===== src/hdl/pe_settings.svh =====
`ifndef PE_SETTINGS_SVH
`define PE_SETTINGS_SVH

// weight and pixel value width
`define PE_WORD_W 8

// column and row coordinate width
`define PE_COORD_W 8

// job counters
`define PE_COUNT_W 16

// weight slots, window depth and pixels per group
`define PE_LANES 4

`endif


===== src/hdl/pe_pkg.sv =====
`default_nettype none

`include "pe_settings.svh"

package pe_pkg;

    typedef logic signed [`PE_WORD_W-1:0]   word_t;
    typedef logic signed [2*`PE_WORD_W-1:0] product_t;
    typedef logic signed [`PE_COORD_W-1:0]  coord_t;
    typedef logic [`PE_COUNT_W-1:0]         count_t;
    typedef logic [1:0]                     slot_t;

    // one kernel entry
    typedef struct packed {
        word_t  value;
        coord_t col;
        coord_t row;
    } weight_entry_t;

    // lane 0 sits in the low bits of each field
    typedef struct packed {
        word_t  [`PE_LANES-1:0] value;
        coord_t [`PE_LANES-1:0] col;
        coord_t [`PE_LANES-1:0] row;
    } feature_group_t;

    // element index is slot*lanes + lane
    typedef struct packed {
        product_t [`PE_LANES*`PE_LANES-1:0] product;
        coord_t   [`PE_LANES*`PE_LANES-1:0] col_off;
        coord_t   [`PE_LANES*`PE_LANES-1:0] row_off;
    } pe_result_t;

    typedef enum logic [1:0] {
        IDLE,
        LOAD_WEIGHT,
        LOAD_FEATURE,
        DONE
    } pe_state_e;

endpackage

`default_nettype wire


===== src/hdl/pe_sequencer.sv =====
`timescale 1ns/1ps
`default_nettype none

`include "pe_settings.svh"

module pe_sequencer
    import pe_pkg::*;
(
    input  logic   clk,
    input  logic   rst,
    input  logic   in_valid,
    input  count_t weight_count,
    input  count_t feature_count,
    output logic   weight_we,
    output slot_t  weight_slot,
    output logic   feature_shift,
    output logic   out_valid
);

    pe_state_e state;
    pe_state_e next_state;
    count_t    cycle_cnt;
    count_t    next_cycle_cnt;
    count_t    weight_cnt;
    count_t    next_weight_cnt;
    logic      accept;
    logic      pass_end;

    // idle only accepts on in_valid, both load states always do
    assign accept = (state == IDLE && in_valid) ||
                    state == LOAD_WEIGHT ||
                    state == LOAD_FEATURE;

    // cycle_cnt is k-1 for pass cycle k
    assign pass_end = accept && (cycle_cnt == feature_count - count_t'(1));

    // first four cycles of a pass fill the slots in order
    assign weight_we     = accept && (cycle_cnt < count_t'(`PE_LANES));
    assign weight_slot   = slot_t'(cycle_cnt);
    assign feature_shift = accept;

    assign next_weight_cnt = weight_we ? weight_cnt + count_t'(1) : weight_cnt;

    always_comb begin
        next_state     = state;
        next_cycle_cnt = cycle_cnt;
        if (accept) begin
            if (pass_end) begin
                next_cycle_cnt = '0;
                // all entries taken, job is over
                if (next_weight_cnt >= weight_count) begin
                    next_state = DONE;
                end else begin
                    next_state = LOAD_WEIGHT;
                end
            end else begin
                next_cycle_cnt = cycle_cnt + count_t'(1);
                if (next_cycle_cnt < count_t'(`PE_LANES)) begin
                    next_state = LOAD_WEIGHT;
                end else begin
                    next_state = LOAD_FEATURE;
                end
            end
        end
    end

    always_ff @(posedge clk or posedge rst) begin
        if (rst) begin
            state      <= IDLE;
            cycle_cnt  <= '0;
            weight_cnt <= '0;
            out_valid  <= 1'b0;
        end else begin
            state      <= next_state;
            cycle_cnt  <= next_cycle_cnt;
            weight_cnt <= next_weight_cnt;
            // result is ready one edge after the data went in
            out_valid  <= feature_shift;
        end
    end

    // no output after a cycle that took nothing
    a_no_spurious_valid: assert property (
        @(posedge clk) disable iff (rst)
        ((state == IDLE && !in_valid) || state == DONE) |=> !out_valid
    );

    a_we_with_shift: assert property (
        @(posedge clk) disable iff (rst)
        weight_we |-> feature_shift
    );

    // job parameters sampled at start
    a_job_counts: assert property (
        @(posedge clk) disable iff (rst)
        (state == IDLE && in_valid) |->
            (feature_count >= count_t'(`PE_LANES)) &&
            (weight_count != '0) &&
            (weight_count % count_t'(`PE_LANES) == '0)
    );

endmodule

`default_nettype wire


===== src/hdl/weight_buffer.sv =====
`timescale 1ns/1ps
`default_nettype none

`include "pe_settings.svh"

module weight_buffer
    import pe_pkg::*;
(
    input  logic                          clk,
    input  logic                          rst,
    input  logic                          weight_we,
    input  slot_t                         weight_slot,
    input  weight_entry_t                 weight_in,
    output weight_entry_t [`PE_LANES-1:0] weights
);

    weight_entry_t [`PE_LANES-1:0] slots;

    // slots not addressed this pass keep the previous kernel entries
    always_ff @(posedge clk or posedge rst) begin
        if (rst) begin
            slots <= '0;
        end else if (weight_we) begin
            slots[weight_slot] <= weight_in;
        end
    end

    assign weights = slots;

    // written entry must be known
    a_weight_known: assert property (
        @(posedge clk) disable iff (rst)
        weight_we |-> !$isunknown(weight_in)
    );

endmodule

`default_nettype wire


===== src/hdl/feature_window.sv =====
`timescale 1ns/1ps
`default_nettype none

`include "pe_settings.svh"

module feature_window
    import pe_pkg::*;
(
    input  logic                           clk,
    input  logic                           rst,
    input  logic                           feature_shift,
    input  feature_group_t                 feature_in,
    output feature_group_t [`PE_LANES-1:0] window
);

    feature_group_t [`PE_LANES-1:0] stages;

    // new group at depth 0, oldest one drops out
    always_ff @(posedge clk or posedge rst) begin
        if (rst) begin
            stages <= '0;
        end else if (feature_shift) begin
            stages <= {stages[`PE_LANES-2:0], feature_in};
        end
    end

    assign window = stages;

    a_feature_known: assert property (
        @(posedge clk) disable iff (rst)
        feature_shift |-> !$isunknown(feature_in)
    );

endmodule

`default_nettype wire


===== src/hdl/outer_product_array.sv =====
`timescale 1ns/1ps
`default_nettype none

`include "pe_settings.svh"

module outer_product_array
    import pe_pkg::*;
(
    input  logic                           out_valid,
    input  weight_entry_t [`PE_LANES-1:0]  weights,
    input  feature_group_t [`PE_LANES-1:0] window,
    output pe_result_t                     result
);

    // slot i pairs with window depth i
    always_comb begin
        result = '0;
        if (out_valid) begin
            for (int i = 0; i < `PE_LANES; i++) begin
                for (int j = 0; j < `PE_LANES; j++) begin
                    result.product[i*`PE_LANES+j] =
                        product_t'($signed(weights[i].value)) *
                        product_t'($signed(window[i].value[j]));
                    // offsets wrap at coordinate width
                    result.col_off[i*`PE_LANES+j] = window[i].col[j] - weights[i].col;
                    result.row_off[i*`PE_LANES+j] = window[i].row[j] - weights[i].row;
                end
            end
        end
    end

endmodule

`default_nettype wire


===== src/hdl/pe_unit.sv =====
`timescale 1ns/1ps
`default_nettype none

`include "pe_settings.svh"

module pe_unit
    import pe_pkg::*;
(
    input  logic           clk,
    input  logic           rst,
    input  logic           in_valid,
    input  count_t         weight_count,
    input  count_t         feature_count,
    input  weight_entry_t  weight_in,
    input  feature_group_t feature_in,
    output logic           out_valid,
    output pe_result_t     result
);

    logic                           weight_we;
    slot_t                          weight_slot;
    logic                           feature_shift;
    weight_entry_t [`PE_LANES-1:0]  weights;
    feature_group_t [`PE_LANES-1:0] window;

    pe_sequencer u_sequencer (
        .clk           (clk),
        .rst           (rst),
        .in_valid      (in_valid),
        .weight_count  (weight_count),
        .feature_count (feature_count),
        .weight_we     (weight_we),
        .weight_slot   (weight_slot),
        .feature_shift (feature_shift),
        .out_valid     (out_valid)
    );

    weight_buffer u_weight_buffer (
        .clk         (clk),
        .rst         (rst),
        .weight_we   (weight_we),
        .weight_slot (weight_slot),
        .weight_in   (weight_in),
        .weights     (weights)
    );

    feature_window u_feature_window (
        .clk           (clk),
        .rst           (rst),
        .feature_shift (feature_shift),
        .feature_in    (feature_in),
        .window        (window)
    );

    outer_product_array u_outer_product_array (
        .out_valid (out_valid),
        .weights   (weights),
        .window    (window),
        .result    (result)
    );

endmodule

`default_nettype wire


===== config.mk =====
export PLATFORM = sky130hd
export DESIGN_NAME = pe_unit
export DESIGN_NICKNAME = d
export VERILOG_FILES = /design/src/hdl/pe_pkg.sv /design/src/hdl/pe_sequencer.sv /design/src/hdl/weight_buffer.sv /design/src/hdl/feature_window.sv /design/src/hdl/outer_product_array.sv /design/src/hdl/pe_unit.sv
export VERILOG_INCLUDE_DIRS = /design/src /design/src/hdl
export SDC_FILE = /design/constraint.sdc
export NUM_CORES = 2
export LEC_CHECK = 0
export CAP_MARGIN = 5
export CORE_MARGIN = 5
export CORE_UTILIZATION = 40
export CTS_BUF_LIST = sky130_fd_sc_hd__clkbuf_8
export DETAILED_ROUTE_END_ITERATION = 10
export DONT_BUFFER_PORTS = 1
export GPL_TIMING_DRIVEN = 1
export HOLD_SLACK_MARGIN = 0.06
export SKIP_LAST_GASP = 1
export SLEW_MARGIN = 20
export SYNTH_ARGS = -nofsm -noshare
export SYNTH_HDL_FRONTEND = slang
export SYNTH_SLANG_ARGS = --single-unit

===== constraint.sdc =====
create_clock -name clk -period 36.5 [get_ports clk]
set_clock_uncertainty 0.1 [all_clocks]
set_input_delay 10.95 -clock clk [delete_from_list [all_inputs] [get_ports clk]]
set_output_delay 10.95 -clock clk [all_outputs]
set_load 0.01 [all_outputs]

# ---- Word-level counts from Yosys, hierarchy flattened
# Index checks and enable logic that the tools add are counted.
dict set report totals {
  regBits 515
  latch_bits 0
  ramBits 0
  rom_bits 0
  input_bits 155
  out_inout_bits 513
  elab_cells 139
  mem_count 0
}
dict set report op_classes {
  add_sub_neg 35
  multipliers 16
  div_mod_pow 0
  n_lt_le_gt_ge 5
  n_eq_ne 3
  shifts 0
  n_mux 9
  bitwise 0
  reduce_logical 7
}
# cell count
set ops {}
lappend ops {{$mux 512} 1}
lappend ops {{$mul 8x8->16} 16}
lappend ops {{$sub 8x8->8} 32}
lappend ops {{$bwmux 96} 1}
lappend ops {{$demux 24 s2} 1}
lappend ops {{$add 16x1->16 const B} 2}
lappend ops {{$lt 16x3->1 const B} 2}
lappend ops {{$mux 16} 2}
lappend ops {{$mux 24} 1}
lappend ops {{$eq 16x16->1} 1}
lappend ops {{$ge 16x16->1} 1}
lappend ops {{$sub 16x1->16 const B} 1}
lappend ops {{$mux 2} 3}
lappend ops {{$logic_and 1x1->1} 4}
lappend ops {{$lt 2x3->1 const B} 1}
lappend ops {{$eq 2x1->1 const B} 1}
lappend ops {{$eq 2x2->1 const B} 1}
lappend ops {{$ge 2x1->1 const B} 1}
lappend ops {{$logic_not 2->1} 1}
lappend ops {{$logic_or 1x1->1} 2}

# ---- Logic depth before layout (Yosys ltp)
dict set report logic_depth {
  depth_word 9
  depth_mapped 19
  ltp_nobuf 18
}

# ---- By module
# Synthesis repeated with hierarchy kept, for this count alone.
dict set report hier_totals {
  cells_unflattened 7866
  area_unflattened_um2 75363.5
}
# mod n_inst cells_per_inst area_each_um2 seq_area_each_um2
set by_module_without_submodules {}
lappend by_module_without_submodules {outer_product_array 1 6503 52987.1 0.0}
lappend by_module_without_submodules {feature_window 1 812 15818.9 9609.2}
lappend by_module_without_submodules {weight_buffer 1 205 3601.0 2402.3}
lappend by_module_without_submodules {pe_sequencer 1 346 2956.6 875.8}

# ---- Worst setup path after synthesis
# OpenSTA, ideal clock, no wires.
dict set report synth_path {
  kind {register -> output}
  from {register u_weight_buffer.slots (netlist bit u_weight_buffer.weights[23])}
  to {output result[270] (netlist name)}
  t_arrival_ns 4.639
  t_required_ns 25.450
  setup_slack_ns 20.811
  stages_incl_launch_ff 20
  n_path_buf 2
  path_cell_list {dfrtp_1 > clkbuf_1 > clkbuf_1 > and2_1 > fa_1 > inv_1 > fa_1 > inv_1 > fa_1 > inv_1 > fa_1 > inv_1 > ha_1 > a21oi_1 > o21ai_0 > and2_1 > or4_1 > a41oi_1 > xnor2_1 > and2_1}
}
# element line_no
set synth_lines {}
lappend synth_lines {{start: declaration} weight_buffer.sv:17} ;# weight_entry_t [`PE_LANES-1:0] slots;
lappend synth_lines {{start signal: indexed assignment} weight_buffer.sv:24} ;# slots[weight_slot] <= weight_in;
lappend synth_lines {{end: declaration} pe_unit.sv:17} ;# output pe_result_t result

==> results.py <==
metrics = {
    "status": {
        "status": "finished, final reports clean",
    },
    "sta": {
        "timing.hold.ws_ns": 0.388,
        "final.min_clock_period_ns": 17.37,
        "drv_slew": 0,
        "worstMarginPinSlew_ns": 1.20,
        "post-route-period-util_pct": 47.6,
        "max-slew-margin-rel_pct": 19.7,
        "final.setup.tns_ns": 0,
        "rsz0062_at_grt": "no",
        "fmax_ghz": 0.0576,
        "setup_ws_ns": 19.13,
        "setup_viol": 0,
        "hold_violations": 0,
    },
    "cells_and_area": {
        "syn_to_final_growth_pct": 5.68,
        "fin_nets": 9928,
        "fillers": 17900,
        "ff_latch_area_um2": 12900,
        "multiInputGateArea_um2": 52200,
        "layout_common_cells": "1,567 x inv_1, 1,470 x nand2_1, 1,033 x and2_1",
        "fin_cells": 10600,
        "final_common_cell": "inv_1",
        "drive_gt1_share_pct": 4.01,
        "final_util_pct": 42.6,
    },
    "placed_design": {
        "dpl_worst_slack_ns": 19.70,
        "hpwl_um": 173000,
        "dp_cells": 10400,
        "gp_routability_congestion": 0.926,
        "place.port_buffers": 0,
    },
    "logic_synthesis": {
        "syn-num-nets": 10100,
        "syn_avg_cell_area_um2": 8.64,
        "ys_seq_area_share_pct": 17.9,
        "ys_ff_latch": 515,
        "syn_area_um2": 72100,
        "ys_async_sr_fraction_pct": 100,
        "synthFlopType": "dfrtp_1",
        "synth_edf_count": 0,
        "syn_inst": 8347,
        "synth_warnings": 0,
        "ys_types": 61,
    },
    "global_route": {
        "use_met1_pct": 29.5,
        "grt_usage_pct": 22.8,
        "antenna_found_initial": 22,
        "grt_use_met3_pct": 3.93,
        "grt_max_degree": 231,
        "grt_pass1_vias": 55300,
        "grt-busiest-layer": "met2",
        "grtUsageMet2_pct": 36.9,
        "grt_pass1_wl_um": 332000,
        "overflow": 0,
    },
    "power_and_ir_drop": {
        "internal_power_mw": 2.43,
        "pwr-share-seq_pct": 21.7,
        "powerDensity_nw_per_um2": 71.7,
        "comb_power_share_pct": 67.5,
        "switching_share_pct": 55.5,
        "peakVddDrop_uv": 46.1,
        "leakage_nw": 39.7,
        "clkPwrFrac_pct": 10.9,
        "netSwitchingPower_mw": 3.03,
    },
    "routing": {
        "dr.pass1.iters": 8,
        "drc_errors": 0,
        "ant_nets": 0,
        "viasPerCell": 5.01,
        "wirelength_um": 215000,
        "num_vias": 53100,
        "drt-initial-drc-count": 2947,
        "wl_per_cell_um": 20.3,
    },
    "clocking": {
        "insertion_delay_ns": 0.82,
        "clk_path_buf_depth": 3,
        "postCtsSetupBuffers": 0,
        "cts_tree": "done",
        "cts-resized-gates": 0,
        "holdBufCountCts": 0,
        "cts-root-buf": "clkbuf_8",
        "cts.sink_count": 515,
        "ctsHtreeMaxLevel": 3,
        "cts_buffers": 94,
        "cts.reportedPaths.clkPinSlew_ns": 0.06,
    },
    "setup_path": {
        "crit_chain": "buf_4, and2_1, fa_1, inv_1, fa_1, inv_1, fa_1, inv_1, fa_1, inv_1, ha_1, a21oi_1, o21ai_0, a2111oi_0, nor3_1, a31oi_1, xnor2_1, and2_1",
        "critPathTopFamily": "adder cells",
        "critPathRequiredTime_ns": 25.45,
        "startpoint_type": "flop",
        "cpPeakStageDelay_ns": 0.58,
        "rr_worst_depth": 15,
        "arrival_ns": 6.32,
        "path_class": "flop to output pin",
        "crit_buf_inv": 5,
        "cp.depth": 18,
        "critical_path.max_fanout": 17,
        "endpoint_kind": "output pin",
        "critPathSlowestCell": "xnor2_1",
    },
    "die": {
        "initial_core_util_pct": 40.3,
        "num_io_pins": 668,
        "core_area_um2": 179000,
        "die_h_um": 435,
        "die_area_um2": 189000,
        "fp.dieW_um": 435,
        "rows": 155,
    },
    "flow_run": {
        "maxCapViolCount": 0,
    },
    "min_path": {
        "hold_depth": 1,
        "hold_class": "flop to flop",
    },
}
==> flip-flops by register name, summed over array words and instances (netlist names) <==
signal and count:
u_feature_window.window 384, u_sequencer.cycle_cnt 16, u_sequencer.out_valid 1, u_sequencer.state 2, u_sequencer.weight_cnt 16, u_weight_buffer.weights 96
==> metrics by stage <==
step	total power, mW	area, um^2
2_1_floorplan	3.66	72100
3_3_place_gp	4.86	74200
3_5_place_dp	4.92	74200
4_1_cts	5.55	76200
5_1_grt	5.96	76200
6_report	5.46	76200
==> Yosys cell counts, types with 11 or more instances <==
master / n / area [um^2]
or3_1: 12 / 75.1
xnor2_1: 302 / 2650
a21boi_0: 50 / 375
clkbuf_1: 313 / 1170
and2_1: 1033 / 6460
a21o_1: 99 / 743
and3_1: 33 / 206
nor3_1: 84 / 420
inv_1: 1536 / 5770
nor3b_1: 102 / 766
buf_4: 11 / 82.6
nor2b_1: 197 / 1230
a21oi_1: 158 / 791
mux2_2: 116 / 1310
a31oi_1: 15 / 93.8
nor2_1: 73 / 274
nand3_1: 42 / 210
ha_1: 710 / 8880
fa_1: 912 / 18300
buf_1: 12 / 45.0
nand2b_1: 24 / 150
a41oi_1: 16 / 140
nand2_1: 1474 / 5530
xor2_1: 131 / 1150
o21ai_0: 204 / 1020
dfrtp_1: 515 / 12900
and3b_1: 47 / 412
o21a_1: 34 / 255
==> routing by layer <==
layer / wire length [um] / vias to the layer above / share of wire, %
met5: 27 / - / 0.013
li1: - / 25000 / -
met4: 12600 / 4 / 5.8
met1: 90700 / 26500 / 42
met3: 12200 / 345 / 5.7
met2: 99500 / 1170 / 46
==> kinds of logic (layout without fill, tap and decap cells) <==
kind of cell | Yosys count | in the layout | share of synthesized area (%)
compound gates | 620 | 620 | 5.28
mux | 119 | 119 | 1.85
simple gates | 3163 | 3163 | 22.3
flops | 515 | 515 | 17.9
fa+ha+maj | 1622 | 1622 | 37.6
buf+inv | 1875 | 1751 | 9.85
other cells | 0 | 29 | 0
xor+xnor | 433 | 433 | 5.26
==> cell type report <==
| type | instances | area share [%] |
|---|---|---|
| Tap cell | 2355 | 3.86 |
| Sequential cell | 515 | 16.9 |
| Inverter | 1537 | 7.59 |
| Clock inverter | 52 | 0.505 |
| Multi-Input combinational cell | 5957 | 68.4 |
| Clock buffer | 116 | 2.09 |
| Timing Repair Buffer | 46 | 0.496 |
| Antenna cell | 29 | 0.0952 |
==> power groups by stage <==
stage | combinational [mW] | sequential, mW | clock (mW)
floorplan | 2.75 | 0.908 | 0
global placement | 3.68 | 1.18 | 0
global route | 4.11 | 1.21 | 0.635
CTS | 3.76 | 1.18 | 0.613
finish | 3.69 | 1.18 | 0.594
detailed placement | 3.73 | 1.18 | 0
==> final timing paths <==
check	startpoint	to	slack [ns]
setup / recovery	u_weight_buffer.weights[94]	result[494]	19.13
hold / removal	u_sequencer.weight_cnt[15]	u_sequencer.weight_cnt[15]	0.39
setup reg to reg	u_sequencer.state[1]	u_sequencer.state[1]	31.91
hold reg to reg	u_sequencer.weight_cnt[15]	u_sequencer.weight_cnt[15]	0.39
max in group asynchronous	rst	u_feature_window.window[266]	24.05
min in group asynchronous	rst	u_feature_window.window[9]	10.03
Note: power is estimated with default switching activity, not from simulation.
